===== src/mmu_params.svh =====
`ifndef MMU_PARAMS_SVH
`define MMU_PARAMS_SVH

// physical address bits, Sv39 style
`define PA_WIDTH 56

// virtual address bits
`define VA_WIDTH 39

// log2 of the tlb entry count, 3 or 4 also work
`define TLB_LG_N 2

`endif


===== src/mmu_pkg.sv =====
`include "mmu_params.svh"

package mmu_pkg;

   // encoding follows the walk level, 1 GiB is the top level
   typedef enum logic [1:0]
   {
      PG_1G = 2'd0,
      PG_2M = 2'd1,
      PG_4K = 2'd2
   } pgsize_t;

   // result of a successful walk, handed to the tlb on fill
   typedef struct packed
   {
      // physical page number, address bits above the 4 KiB offset
      logic [`PA_WIDTH-13:0] ppn;
      pgsize_t pgsize;
      logic dirty;
      logic readable;
      logic writable;
      logic executable;
      logic user;
   } page_walk_rsp_t;

endpackage


===== src/walk_if.sv =====
`include "mmu_params.svh"

interface walk_if;
   import mmu_pkg::*;

   // tlb to walker
   logic miss;
   logic [`VA_WIDTH-1:0] miss_va;

   // walker to tlb, exactly one of fill or fault ends a walk
   logic fill;
   page_walk_rsp_t fill_rsp;
   logic fault;

   modport tlb_side (output miss, output miss_va,
                     input fill, input fill_rsp, input fault);

   modport walker_side (input miss, input miss_va,
                        output fill, output fill_rsp, output fault);

endinterface

===== src/find_first_set.sv =====
module find_first_set
#(
   parameter int LG_N = 2
)
(
   input logic [(1 << LG_N)-1:0] in,
   output logic [LG_N-1:0] y,
   output logic found
);

   localparam int N = 1 << LG_N;

   // scan downwards so the lowest set bit wins
   always_comb
   begin
      y = '0;
      found = 1'b0;
      for (int i = N-1; i >= 0; i--)
      begin
         if (in[i])
         begin
            y = LG_N'(i);
            found = 1'b1;
         end
      end
   end

endmodule


===== src/mmu_top.sv =====
`include "mmu_params.svh"

module mmu_top
(
   input logic clk,
   input logic reset,
   input logic active,
   input logic clear,
   input logic [`PA_WIDTH-13:0] root_ppn,
   input logic req,
   input logic [`VA_WIDTH-1:0] va,
   output logic busy,
   output logic resp_valid,
   output logic hit,
   output logic fault,
   output logic [`PA_WIDTH-1:0] pa,
   output logic dirty,
   output logic readable,
   output logic writable,
   output logic zero_page,
   output logic [63:0] tlb_hits,
   output logic [63:0] tlb_accesses,
   output logic mem_rd,
   output logic [`PA_WIDTH-1:0] mem_addr,
   input logic mem_rvalid,
   input logic [63:0] mem_rdata
);

   // miss, fill and fault between lookup and walker
   walk_if walk_i ();

   tlb #(.LG_N(`TLB_LG_N)) tlb_i (
      .clk(clk), .reset(reset), .active(active), .clear(clear),
      .req(req), .va(va), .walk(walk_i.tlb_side),
      .busy(busy), .resp_valid(resp_valid), .hit(hit), .fault(fault),
      .pa(pa), .dirty(dirty), .readable(readable), .writable(writable),
      .zero_page(zero_page), .tlb_hits(tlb_hits), .tlb_accesses(tlb_accesses)
   );

   page_walker walker_i (
      .clk(clk), .reset(reset), .root_ppn(root_ppn),
      .walk(walk_i.walker_side),
      .mem_rd(mem_rd), .mem_addr(mem_addr),
      .mem_rvalid(mem_rvalid), .mem_rdata(mem_rdata)
   );

endmodule


===== src/page_walker.sv =====
`include "mmu_params.svh"

module page_walker
(
   input logic clk,
   input logic reset,
   input logic [`PA_WIDTH-13:0] root_ppn,
   walk_if.walker_side walk,
   output logic mem_rd,
   output logic [`PA_WIDTH-1:0] mem_addr,
   input logic mem_rvalid,
   input logic [63:0] mem_rdata
);
   import mmu_pkg::*;

   typedef enum logic [1:0]
   {
      ST_IDLE,
      ST_WAIT
   } state_t;

   state_t r_state;
   logic [1:0] r_level, w_next_level;
   logic [`PA_WIDTH-13:0] w_ppn;
   logic w_v, w_r, w_w, w_x;
   logic w_leaf, w_misaligned, w_fault;

   // 9-bit vpn slice indexing the table at one level
   function automatic logic [8:0] vpn_field(input logic [`VA_WIDTH-1:0] v,
                                            input logic [1:0] lvl);
      logic [8:0] f;
      case (lvl)
         2'd2: f = v[`VA_WIDTH-1:30];
         2'd1: f = v[29:21];
         default: f = v[20:12];
      endcase
      return f;
   endfunction

   // pte fields, V R W X in the low bits, ppn from bit 10
   assign w_v = mem_rdata[0];
   assign w_r = mem_rdata[1];
   assign w_w = mem_rdata[2];
   assign w_x = mem_rdata[3];
   assign w_ppn = mem_rdata[53:10];
   assign w_leaf = w_r | w_x;
   assign w_next_level = r_level - 2'd1;

   // superpage leaves need the lower ppn fields clear
   assign w_misaligned = (r_level == 2'd2 && |w_ppn[17:0]) ||
                         (r_level == 2'd1 && |w_ppn[8:0]);

   assign w_fault = ~w_v | (w_w & ~w_r) | (w_leaf & w_misaligned) |
                    (~w_leaf & r_level == 2'd0);

   always_ff @(posedge clk)
   begin
      if (reset)
      begin
         r_state <= ST_IDLE;
         r_level <= 2'd2;
         mem_rd <= 1'b0;
         walk.fill <= 1'b0;
         walk.fault <= 1'b0;
      end
      else
      begin
         mem_rd <= 1'b0;
         walk.fill <= 1'b0;
         walk.fault <= 1'b0;
         case (r_state)
            ST_IDLE:
            begin
               if (walk.miss)
               begin
                  mem_rd <= 1'b1;
                  r_level <= 2'd2;
                  r_state <= ST_WAIT;
               end
            end
            ST_WAIT:
            begin
               if (mem_rvalid)
               begin
                  if (w_fault | w_leaf)
                  begin
                     walk.fault <= w_fault;
                     walk.fill <= ~w_fault;
                     r_state <= ST_IDLE;
                  end
                  else
                  begin
                     // pointer, descend one level
                     mem_rd <= 1'b1;
                     r_level <= w_next_level;
                  end
               end
            end
            default: r_state <= ST_IDLE;
         endcase
      end
   end

   // miss_va is held by the tlb for the whole walk
   always_ff @(posedge clk)
   begin
      if (r_state == ST_IDLE && walk.miss)
         mem_addr <= {root_ppn, vpn_field(walk.miss_va, 2'd2), 3'b000};
      else if (r_state == ST_WAIT && mem_rvalid && !w_leaf)
         mem_addr <= {w_ppn, vpn_field(walk.miss_va, w_next_level), 3'b000};
      if (r_state == ST_WAIT && mem_rvalid && w_leaf)
      begin
         walk.fill_rsp.ppn <= w_ppn;
         walk.fill_rsp.pgsize <= pgsize_t'(2'd2 - r_level);
         walk.fill_rsp.dirty <= mem_rdata[7];
         walk.fill_rsp.readable <= w_r;
         walk.fill_rsp.writable <= w_w;
         walk.fill_rsp.executable <= w_x;
         walk.fill_rsp.user <= mem_rdata[4];
      end
   end

endmodule


===== src/tlb.sv =====
`include "mmu_params.svh"

module tlb
#(
   parameter int LG_N = 2
)
(
   input logic clk,
   input logic reset,
   input logic active,
   input logic clear,
   input logic req,
   input logic [`VA_WIDTH-1:0] va,
   walk_if.tlb_side walk,
   output logic busy,
   output logic resp_valid,
   output logic hit,
   output logic fault,
   output logic [`PA_WIDTH-1:0] pa,
   output logic dirty,
   output logic readable,
   output logic writable,
   output logic zero_page,
   output logic [63:0] tlb_hits,
   output logic [63:0] tlb_accesses
);
   import mmu_pkg::*;

   localparam int N = 1 << LG_N;
   localparam int PPN_W = `PA_WIDTH - 12;
   localparam int VT = `VA_WIDTH - 1;

   logic [N-1:0] r_valid;
   logic [N-1:0] r_dirty, r_readable, r_writable;
   pgsize_t r_pgsize [N];
   logic [26:0] r_tag [N];
   logic [PPN_W-1:0] r_ppn [N];

   logic [N-1:0] w_hits;
   logic [LG_N-1:0] w_idx, w_free_idx, w_victim;
   logic w_any_hit, w_free_found;
   logic [15:0] r_lfsr;
   logic [`VA_WIDTH-1:0] r_pend_va, w_lookup_va;
   logic w_accept, w_miss_start;
   logic [PPN_W-1:0] w_ppn;
   pgsize_t w_pgsize;
   logic w_dirty, w_readable, w_writable;
   logic [`PA_WIDTH-1:0] w_pa_sel, w_bare_pa;

   // while a walk is pending, the held address is the one being translated
   assign w_lookup_va = busy ? r_pend_va : va;
   assign w_accept = req & ~busy;
   assign w_miss_start = w_accept & active & ~w_any_hit;
   assign w_bare_pa = {{(`PA_WIDTH-`VA_WIDTH){1'b0}}, w_lookup_va};
   assign walk.miss_va = r_pend_va;

   // superpages only compare the upper part of the tag
   always_comb
   begin
      for (int i = 0; i < N; i++)
      begin
         w_hits[i] = r_valid[i] &&
            ((r_pgsize[i] == PG_4K && r_tag[i] == w_lookup_va[VT:12]) ||
             (r_pgsize[i] == PG_2M && r_tag[i][26:9] == w_lookup_va[VT:21]) ||
             (r_pgsize[i] == PG_1G && r_tag[i][26:18] == w_lookup_va[VT:30]));
      end
   end

   find_first_set #(.LG_N(LG_N)) hit_ffs_i (.in(w_hits), .y(w_idx), .found(w_any_hit));

   // free slots first, random victim only once the tlb is full
   find_first_set #(.LG_N(LG_N)) free_ffs_i (.in(~r_valid), .y(w_free_idx),
                                             .found(w_free_found));

   assign w_victim = w_free_found ? w_free_idx : r_lfsr[LG_N:1];

   // on fill the new entry is forwarded, so the answer leaves one cycle later
   always_comb
   begin
      if (walk.fill)
      begin
         w_ppn = walk.fill_rsp.ppn;
         w_pgsize = walk.fill_rsp.pgsize;
         w_dirty = walk.fill_rsp.dirty;
         w_readable = walk.fill_rsp.readable;
         w_writable = walk.fill_rsp.writable;
      end
      else
      begin
         w_ppn = r_ppn[w_idx];
         w_pgsize = r_pgsize[w_idx];
         w_dirty = r_dirty[w_idx];
         w_readable = r_readable[w_idx];
         w_writable = r_writable[w_idx];
      end
      case (w_pgsize)
         PG_1G: w_pa_sel = {w_ppn[PPN_W-1:18], w_lookup_va[29:0]};
         PG_2M: w_pa_sel = {w_ppn[PPN_W-1:9], w_lookup_va[20:0]};
         default: w_pa_sel = {w_ppn, w_lookup_va[11:0]};
      endcase
   end

   always_ff @(posedge clk)
   begin
      if (reset)
      begin
         busy <= 1'b0;
         resp_valid <= 1'b0;
         walk.miss <= 1'b0;
         r_lfsr <= 16'd1;
         tlb_hits <= '0;
         tlb_accesses <= '0;
      end
      else
      begin
         r_lfsr <= {r_lfsr[14:0], r_lfsr[15] ^ r_lfsr[13] ^ r_lfsr[12] ^ r_lfsr[10]};
         walk.miss <= w_miss_start;
         resp_valid <= (w_accept & (~active | w_any_hit)) | walk.fill | walk.fault;
         if (w_miss_start)
            busy <= 1'b1;
         else if (walk.fill | walk.fault)
            busy <= 1'b0;
         if (w_accept & active)
            tlb_accesses <= tlb_accesses + 64'd1;
         if (w_accept & active & w_any_hit)
            tlb_hits <= tlb_hits + 64'd1;
      end
   end

   always_ff @(posedge clk)
   begin
      if (w_miss_start)
         r_pend_va <= va;
      if (w_accept | walk.fill | walk.fault)
      begin
         zero_page <= ~|w_lookup_va[VT:12];
         if (walk.fault)
         begin
            hit <= 1'b0;
            fault <= 1'b1;
            pa <= w_bare_pa;
            {dirty, readable, writable} <= 3'b000;
         end
         else if (~busy & ~active)
         begin
            // bare mode, no translation and no restriction
            hit <= 1'b1;
            fault <= 1'b0;
            pa <= w_bare_pa;
            {dirty, readable, writable} <= 3'b111;
         end
         else
         begin
            hit <= walk.fill | w_any_hit;
            fault <= 1'b0;
            pa <= w_pa_sel;
            {dirty, readable, writable} <= {w_dirty, w_readable, w_writable};
         end
      end
   end

   always_ff @(posedge clk)
   begin
      if (reset | clear)
         r_valid <= '0;
      else if (walk.fill)
         r_valid[w_victim] <= 1'b1;
   end

   always_ff @(posedge clk)
   begin
      if (walk.fill)
      begin
         r_tag[w_victim] <= r_pend_va[VT:12];
         r_pgsize[w_victim] <= walk.fill_rsp.pgsize;
         r_ppn[w_victim] <= walk.fill_rsp.ppn;
         r_dirty[w_victim] <= walk.fill_rsp.dirty;
         r_readable[w_victim] <= walk.fill_rsp.readable;
         r_writable[w_victim] <= walk.fill_rsp.writable;
      end
   end

endmodule


===== config.mk =====
export PLATFORM = sky130hd
export DESIGN_NAME = mmu_top
export DESIGN_NICKNAME = d
export VERILOG_FILES = /design/src/mmu_pkg.sv /design/src/walk_if.sv /design/src/find_first_set.sv /design/src/mmu_top.sv /design/src/page_walker.sv /design/src/tlb.sv
export VERILOG_INCLUDE_DIRS = /design/src
export SDC_FILE = /design/constraint.sdc
export NUM_CORES = 1
export LEC_CHECK = 0
export BUFFER_PORTS_ARGS = -buffer_cell sky130_fd_sc_hd__buf_2
export CORE_ASPECT_RATIO = 2
export CORE_MARGIN = 5
export CORE_UTILIZATION = 25
export DETAILED_ROUTE_END_ITERATION = 7
export HOLD_SLACK_MARGIN = 0.06
export PLACE_DENSITY_LB_ADDON = 0.08
export SLEW_MARGIN = 20
export SYNTH_ARGS = -nofsm -noshare
export SYNTH_HDL_FRONTEND = slang
export SYNTH_SLANG_ARGS = --single-unit

===== constraint.sdc =====
create_clock -name clk -period 5.4 [get_ports clk]
set_input_delay 1.08 -clock clk [delete_from_list [all_inputs] [get_ports clk]]
set_output_delay 1.08 -clock clk [all_outputs]
set_load 0.02 [all_outputs]

# Word level (Yosys, flattened, before mapping)

Memories as Yosys holds them, arrays and structs flattened.
Index checks and enable logic that the tools add are counted.

Output and inout bits: 249
Register bits after elaboration: 373
Bits in writable memories: 292
Memories kept: 3

Memories:

| memory         | words | bits a word | read ports | clocked after memory_dff | write ports | line      | source |
|---|---|---|---|---|---|---|---|
| tlb_i.r_ppn    | 4     | 44          | 1          | 0                        | 1           | tlb.sv:37 | `logic [PPN_W-1:0] r_ppn [N];` |
| tlb_i.r_tag    | 4     | 27          | 4          | 0                        | 1           | tlb.sv:36 | `logic [26:0] r_tag [N];` |
| tlb_i.r_pgsize | 4     | 2           | 5          | 0                        | 1           | tlb.sv:35 | `pgsize_t r_pgsize [N];` |

$lt $le $gt $ge: 3
Mux-type cells: 61
Add/subtract/negate cells: 4
Bitwise gates (word level): 37
Reduce and logical (&&, ||, !) cells: 51
Equal/unequal tests: 30

Operator list:

| operator              | number |
|---|---|
| $add 64x1->64 const B | 2 |
| $mux 39               | 3 |
| $mux 56               | 2 |
| $eq 27x27->1          | 4 |
| $eq 18x18->1          | 4 |
| $pmux 30 s2           | 1 |
| $mux 44               | 1 |
| $eq 9x9->1            | 4 |
| $mux 2                | 16 |
| $mux 1                | 27 |
| $reduce_or 27->1      | 1 |
| $logic_and 1x1->1     | 23 |
| $pmux 9 s2            | 1 |
| $reduce_or 18->1      | 1 |
| $eq 2x1->1 const B    | 8 |
| $logic_not 2->1       | 7 |
| $or 1x1->1            | 13 |
| $bwmux 4              | 3 |
| $eq 2x2->1 const B    | 6 |
| $not 1->1             | 10 |
| $and 1x1->1           | 9 |
| $logic_or 1x1->1      | 9 |
| $reduce_or 9->1       | 1 |
| $pmux 2 s2            | 2 |
| 18 further kinds      | 28 |

# Longest topological paths before layout

Gate-level depths: netlist (run 1).
An unclocked memory read counts as a cell.

Word-level depth: 16
Mapped depth: 16
Gate-level depth less buffers: 11

# By module

Synthesis (run 1) repeated with hierarchy kept, for this count alone.

Cells, all modules: 1829
Area, all modules: 26829.5 sq um

Modules (own cells, without submodules):

| module         | area each (sq um) | instances | sequential area each (sq um) | cells each |
|---|---|---|---|---|
| tlb            | 22467.8           | 1         | 15184.6                      | 1575 |
| page_walker    | 4291.6            | 1         | 3243.1                       | 240 |
| find_first_set | 35.0              | 2         | 0.0                          | 7 |

# Least setup slack after synthesis (run 1)

No wires, ideal clock.

Path kind: flip-flop to flip-flop
From: register walker_i.walk.fill
To: register tlb_i.r_dirty[2], enable pin
Setup slack: 0.695 ns
Arrival time: 4.193 ns
Stages on the path, launching flop included: 5
Data required time: 4.888 ns
Path buffers: 1
Cells stage by stage: dfxtp_1 -> clkbuf_1 -> inv_1 -> or2_2 -> nor2_1

RTL lines:

| element                        | line              | source |
|---|---|---|
| start: declaration             | walk_if.sv:19     | `output fill, output fill_rsp, output fault);` |
| start signal: assignment       | page_walker.sv:88 | `walk.fill <= ~w_fault;` |
| end signal: indexed assignment | tlb.sv:177        | `r_dirty[w_victim] <= walk.fill_rsp.dirty;` |
| end: declaration               | tlb.sv:34         | `logic [N-1:0] r_dirty, r_readable, r_writable;` |

# Final worst setup path (run 1)

From: register tlb_i.busy
To: register tlb_i.pa[36] (data pin)

Longest elaborated chain between the ends: 14
Elaborated cells on any way between the ends: 47
Classes of those cells: eq/ne: 12; mux: 8; bitwise: 2; reduce/logical: 24; memory: 1

Ends and longest elaborated chain:

| element                                      | line                 | source |
|---|---|---|
| start: declaration                           | tlb.sv:15            | `output logic busy,` |
| start signal: assignment                     | tlb.sv:107           | `busy <= 1'b0;` |
| start signal: assignment                     | tlb.sv:120           | `busy <= 1'b1;` |
| start signal: assignment                     | tlb.sv:122           | `busy <= 1'b0;` |
| $mux 39                                      | tlb.sv:51            | `assign w_lookup_va = busy ? r_pend_va : va;` |
| $eq 27x27->1 or $eq 18x18->1 (tied branches) | tlb.sv:63, tlb.sv:64 |  |
| $logic_and 1x1->1, on equally long branches  | tlb.sv:63, tlb.sv:64 |  |
| $logic_or 1x1->1                             | tlb.sv:63            | `((r_pgsize[i] == PG_4K && r_tag[i] == w_lookup_va[VT:12]) \|\|` |
| $logic_or 1x1->1                             | tlb.sv:64            | `(r_pgsize[i] == PG_2M && r_tag[i][26:9] == w_lookup_va[VT:21]) \|\|` |
| $logic_and 1x1->1                            | tlb.sv:62            | `w_hits[i] = r_valid[i] &&` |
| $mux 2 (4 in series)                         | find_first_set.sv:20 | `if (in[i])` |
| $mem_v2 4x44                                 | n/a                  |  |
| $mux 44                                      | tlb.sv:80            | `if (walk.fill)` |
| $mux 39                                      | tlb.sv:144           | `else if (~busy & ~active)` |
| $mux 39 (*)                                  | tlb.sv:137           | `if (walk.fault)` |
| end signal: assignment                       | tlb.sv:141           | `pa <= w_bare_pa;` |
| end signal: assignment                       | tlb.sv:149           | `pa <= w_bare_pa;` |
| end signal: assignment                       | tlb.sv:156           | `pa <= w_pa_sel;` |
| end: declaration                             | tlb.sv:19            | `` output logic [`PA_WIDTH-1:0] pa, `` |

Every way passes the cells marked *; elsewhere a longest branch is shown, timed or not.
A chain may end at the register's enable or synchronous reset.

==> impl_metrics.env, run 1 <==
export IMPL_final_setup_viol_count=0
export IMPL_syn_area_per_cell_um2=13.86
export IMPL_post_dp_hpwl_um=64200
export IMPL_start_kind="flip-flop"
export IMPL_final_nets=2656
export IMPL_p_seq_share_pct=51.3
export IMPL_p_per_area_nw_per_um2=318.9
export IMPL_skew_ps=20.14
export IMPL_drcViolationCount=0
export IMPL_gp_congestion=0.8192
export IMPL_drt_wl_total_um=90910
export IMPL_synth_area_um2=27810
export IMPL_hold_buffers=0
export IMPL_root_buffer="clkbuf_16"
export IMPL_power_internal_uw=8382
export IMPL_ys_types=75
export IMPL_setup_tns_ps=0
export IMPL_cpPeakStageDelay_ps=800
export IMPL_cpMostUsedCell="buf_4"
export IMPL_dieArea_um2=118400
export IMPL_path_buf_inv=3
export IMPL_grt_max_degree=78
export IMPL_worstSetupEndpointType="flip-flop"
export IMPL_clk_latency_ps=660
export IMPL_finalNonFillerCells=4048
export IMPL_final_cell_area_um2=34390
export IMPL_wl_met1_um=34040
export IMPL_rsz0062_at_grt="false"
export IMPL_hold_class="flip-flop to flip-flop"
export IMPL_crit_required_ps=5920
export IMPL_final_min_clock_period_ps=4754
export IMPL_synth_ff_type="edfxtp_1"
export IMPL_detail_route_antenna_nets=0
export IMPL_die_h_um=481.7
export IMPL_clock_path_buffers=3
export IMPL_grt_pass1_wl_um=130600
export IMPL_crit_family="compound AO/OA/AOI/OAI gates"
export IMPL_critPathArrivalTime_ps=5280
export IMPL_post_route_period_util_pct=88.04
export IMPL_grt_overflow=0
export IMPL_leakagePower_uw=0.01200
export IMPL_std_cell_rows=173
export IMPL_cp_slowest_cell="dfxtp_4"
export IMPL_synth_edf_count=507
export IMPL_wl_met3_um=6899
export IMPL_synthTopCellsByArea="edfxtp_1, dfxtp_1, mux2i_1, xnor2_1, mux2_2"
export IMPL_grt_total_usage_pct=14.94
export IMPL_first_global_vias=19020
export IMPL_crit_chain="mux2i_4, xnor2_1, nor4_1, a31oi_1, o22ai_2, and4_1, o21a_1, buf_4, mux2i_1, mux2i_1, buf_4, a221oi_1, buf_4"
export IMPL_avgRoutedWirePerCell_um=22.46
export IMPL_via_per_inst=4.421
export IMPL_seq_area_frac_synth_pct=66.05
export IMPL_drive_gt1_share_pct=29.13
export IMPL_start_util_pct=25.09
export IMPL_vdd_drop_max_mv=0.2428
export IMPL_synth_async_sr_flop_share_pct=0
export IMPL_syn_inst=2007
export IMPL_power_net_switching_uw=2586
export IMPL_p_comb_share_pct=5.8
export IMPL_tritoncts="done"
export IMPL_crit_fanout=20
export IMPL_worst_pin_slew_ps=1011
export IMPL_firstDrtPassIters=5
export IMPL_status="complete, no violations"
export IMPL_coreArea_um2=110800
export IMPL_drv_cap=0
export IMPL_holdWs_ps=437.9
export IMPL_cts_setup_buffers=0
export IMPL_max_freq_ghz=0.2103
export IMPL_cts_buffers=70
export IMPL_place_area_um2=32220
export IMPL_htreeDepth=3
export IMPL_wl_met2_um=47750
export IMPL_post_place_cells=3912
export IMPL_max_slew_margin_pct=32.63
export IMPL_layout_commonest_cell="edfxtp_1"
export IMPL_clock_sinks=664
export IMPL_antenna_found_initial=20
export IMPL_portBuffers=383
export IMPL_layout_common_cells="edfxtp_1, buf_2, nor2_1"
export IMPL_synth_area_leader_cell="edfxtp_1"
export IMPL_cts_resized=0
export IMPL_drv_slew=0
export IMPL_vias=17900
export IMPL_clkTransAtPathRegs_ps=60
export IMPL_critical_path_class="flip-flop to flip-flop"
export IMPL_die_w_um=245.8
export IMPL_yosysWarnings=0
export IMPL_final_hold_violation_count=0
export IMPL_drt_iter0_markers=716
export IMPL_io_pins=402
export IMPL_power_share_clock_pct=43.0
export IMPL_synth_top_cell_area_share_pct=54.74
export IMPL_synth_seq_cells=664
export IMPL_swShare_pct=23.58
export IMPL_syn_to_final_growth_pct=23.66
export IMPL_top_layer_used="met5"
==> worst reg2reg max path, delay by kind of cell, from the launching register on <==
family,cells,cell delay (ps)
AOI/OAI and AO/OA,4,1140
xor gates and xnor gates,1,160
buffers and inverters,3,710
DFF,1,800
muxes,3,930
and+or+nand+nor,2,910
==> flip-flops by register name, summed over array words and instances, names as in the netlist, 8 cells and up <==
signal and flops:
tlb_i.r_tag 108, tlb_i.tlb_accesses 64, walker_i.mem_addr 53, tlb_i.r_lfsr 16, walker_i.walk.fill_rsp 49, tlb_i.tlb_hits 64
tlb_i.r_ppn 176, tlb_i.pa 56, tlb_i.r_pgsize 8, tlb_i.walk.miss_va 39
==> path summary, 6_finish.rpt <==
check	start	endpoint	slack [ps]	depth (start not counted)
setup reg to reg	tlb_i.busy$_SDFFE_PP0P_	tlb_i.pa[36]$_DFFE_PP_	650	13
hold / removal	tlb_i.r_lfsr[9]$_SDFF_PP0_	tlb_i.r_lfsr[10]$_SDFF_PP0_	440	1
setup / recovery	tlb_i.busy$_SDFFE_PP0P_	tlb_i.pa[36]$_DFFE_PP_	650	13
hold reg to reg	tlb_i.r_lfsr[9]$_SDFF_PP0_	tlb_i.r_lfsr[10]$_SDFF_PP0_	440	1
==> cell type report <==
class                           count  area (um2)
Antenna cell                       10       25.02
Clock buffer                       94        1859
Clock inverter                     32       284.0
Fill cell                       11400       76440
Inverter                           31       116.4
Multi-Input combinational cell   1241        9031
Sequential cell                   664       18370
Tap cell                         1487        1861
Timing Repair Buffer              489        2840
==> cell usage after synthesis (4+ instances only) <==
cell type / n
nor2b_1: 38
nand4b_1: 4
xor2_1: 57
and2_1: 8
a22oi_1: 10
buf_2: 11
nand2_1: 138
and4_1: 9
a31o_2: 9
buf_6: 5
a31oi_1: 10
edfxtp_1: 507
nor4_1: 37
a221oi_1: 12
o221ai_1: 4
inv_1: 30
a21oi_1: 52
buf_4: 9
or2_2: 8
dfxtp_1: 157
clkbuf_1: 43
xnor2_1: 143
nor2_1: 174
nor4_2: 13
o211ai_1: 6
mux2i_4: 18
a2bb2oi_1: 4
o21bai_1: 5
o21ai_0: 30
nand3_1: 68
mux2i_1: 143
nor3_1: 23
mux2i_2: 9
ha_1: 6
nand4_1: 29
or3_1: 19
nand2b_1: 8
mux2_2: 75
and3_1: 29
==> power by group through the flow <==
stage	combinational (uW)	clock, uW	sequential (uW)
after floorplan	291	0	5780
after global placement	646	0	5740
after detailed placement	650	0	5740
after CTS	653	4940	5630
after global routing	683	5120	5630
final	631	4710	5630
==> stage by stage <==
stage          setup slack, ps  total power [uW]  util (%)
2_1_floorplan            694.6              6066         -
3_3_place_gp             441.0              6384     29.07
3_5_place_dp             476.3              6388     29.07
4_1_cts                  608.1             11220     31.01
5_1_grt                  365.5             11430     31.01
6_report                 645.8             10970     31.03
==> metal layers <==
metal  vias up  track usage (%)
li1       8403                -
met1      8859            16.09
met2       500            27.49
met3       116            5.040
met4        18            4.655
met5         -                0
==> kinds of logic after synthesis <==
| kind of cell | count (synthesis) | synth area share, % |
|---|---|---|
| compound gates | 171 | 4.283 |
| buf+inv | 104 | 1.809 |
| fa+ha+maj | 6 | 0.2699 |
| flops | 664 | 66.05 |
| mux | 247 | 10.17 |
| simple gates | 614 | 11.11 |
| xor+xnor | 200 | 6.299 |
| other cells | 1 | 0.01348 |
(Power assumes the default switching activity.)
==> inputs of run 2 (changes only) <==
Settings changed: CTS_BUF_LIST set to sky130_fd_sc_hd__clkbuf_8, PLACE_DENSITY_LB_ADDON 0.08 to 0.05.
==> impl_metrics.env, run 2 (synthesis results as in run 1) <==
export IMPL_status="complete, no violations"
export IMPL_post_route_util_pct=30.89
export IMPL_p_per_area_nw_per_um2=310.5
export IMPL_post_dp_hpwl_um=65470
export IMPL_std_cell_rows=173
export IMPL_post_route_period_util_pct=89.51
export IMPL_critical_path_class="flip-flop to flip-flop"
export IMPL_cts_setup_buffers=0
export IMPL_leakagePower_uw=0.01206
export IMPL_grt_total_usage_pct=15.32
export IMPL_cts_resized=0
export IMPL_worstSetupEndpointType="flip-flop"
export IMPL_crit_required_ps=5900
export IMPL_max_freq_ghz=0.2069
export IMPL_setup_tns_ps=0
export IMPL_skew_ps=37.55
export IMPL_detail_route_antenna_nets=0
export IMPL_gp_congestion=0.7753
export IMPL_antenna_found_initial=20
export IMPL_rsz0062_at_grt="false"
export IMPL_die_w_um=245.8
export IMPL_grt_overflow=0
export IMPL_start_util_pct=25.09
export IMPL_vias=18080
export IMPL_avgRoutedWirePerCell_um=22.58
export IMPL_dieArea_um2=118400
export IMPL_grt_max_degree=92
export IMPL_syn_to_final_growth_pct=23.09
export IMPL_largest_register="tlb_i.r_ppn"
export IMPL_clk_latency_ps=770
export IMPL_max_slew_margin_pct=32.83
export IMPL_drv_cap=0
export IMPL_drcViolationCount=0
export IMPL_layout_common_cells="edfxtp_1, buf_2, nor2_1"
export IMPL_hold_class="flip-flop to flip-flop"
export IMPL_final_min_clock_period_ps=4834
export IMPL_portBuffers=383
export IMPL_via_per_inst=4.399
export IMPL_largest_reg_flops=176
export IMPL_io_pins=402
export IMPL_firstDrtPassIters=6
export IMPL_critPathArrivalTime_ps=5340
export IMPL_coreArea_um2=110800
export IMPL_drv_slew=0
export IMPL_drt_wl_total_um=92790
export IMPL_first_global_vias=19410
export IMPL_final_setup_viol_count=0
export IMPL_largestRegisters="tlb_i.r_ppn: 176 flops, tlb_i.r_tag: 108 flops"
export IMPL_die_h_um=481.7
export IMPL_start_kind="flip-flop"
export IMPL_grt_pass1_wl_um=133600
export IMPL_drive_gt1_share_pct=29.71
export IMPL_htreeDepth=3
export IMPL_cts_buffers=104
export IMPL_final_hold_violation_count=0
export IMPL_hold_buffers=0
export IMPL_vdd_drop_max_mv=0.2281
export IMPL_final_nets=2681
export IMPL_clkTransAtPathRegs_ps=70
export IMPL_drt_iter0_markers=717
export IMPL_tritoncts="done"
export IMPL_root_buffer="clkbuf_8"
export IMPL_layout_commonest_cell="edfxtp_1"
export IMPL_clock_path_buffers=3
export IMPL_worst_pin_slew_ps=1008
export IMPL_clock_sinks=664
export IMPL_crit_fanout=26
==> run 2: worst paths after layout <==
check / start / endpoint / slack (ps) / cells past startpoint
worst max-delay path: tlb_i.busy$_SDFFE_PP0P_ / tlb_i.pa[33]$_DFFE_PP_ / 570 / 16
worst min-delay path: tlb_i.r_lfsr[0]$_SDFF_PP1_ / tlb_i.r_lfsr[1]$_SDFF_PP0_ / 430 / 1
worst max register to register: tlb_i.busy$_SDFFE_PP0P_ / tlb_i.pa[33]$_DFFE_PP_ / 570 / 16
worst min register to register: tlb_i.r_lfsr[0]$_SDFF_PP1_ / tlb_i.r_lfsr[1]$_SDFF_PP0_ / 430 / 1
==> run 2: final cells by class <==
class	instances	area (um2)
fill	11410	76590
clock inverter	87	570.5
clock buffer	109	1500
tap	1487	1861
inverter	31	116.4
sequential	664	18370
antenna	11	27.53
multi-input combinational	1241	9025
timing repair buffer	480	2760
==> run 2: per-layer routing <==
| metal | global-route usage [%] | routed length, um | up-vias |
|---|---|---|---|
| li1 | - | - | 8485 |
| met1 | 16.20 | 34300 | 8905 |
| met2 | 28.34 | 48760 | 534 |
| met3 | 5.245 | 6904 | 141 |
| met4 | 5.033 | 2719 | 16 |
| met5 | 0 | 96 | - |
==> run 2: where the power goes <==
group | leakage [uW] | switching (uW) | internal (uW)
clock | 0.00116 | 2160 | 2220
combinational | 0.00501 | 397 | 232
sequential | 0.00590 | 59.9 | 5560
==> run 2: critical path, cell delays in order (launching register included) <==
cell	delay, ps
dfxtp_4	730
buf_12	310
mux2i_4	280
buf_4	220
xnor2_1	90
nor4_1	470
nand3_1	120
o21a_1	280
o211a_4	290
buf_4	170
o21ai_2	190
buf_4	200
mux2_2	340
o221ai_1	380
buf_4	190
o21bai_1	90
a221oi_1	110
==> run 2: through the flow <==
stage	cells	area [um2]	worst slack [ps]	hold WS (ps)	power, uW
after floorplan	2009	27820	694.6	413.8	6066
after global placement	3903	32130	339.9	420.4	6382
after detailed placement	3903	32130	363.7	425.3	6385
after CTS	4099	34210	342.0	359.5	10910
after global routing	4100	34210	311.5	403.1	11140
final	4110	34230	566.4	434.9	10630
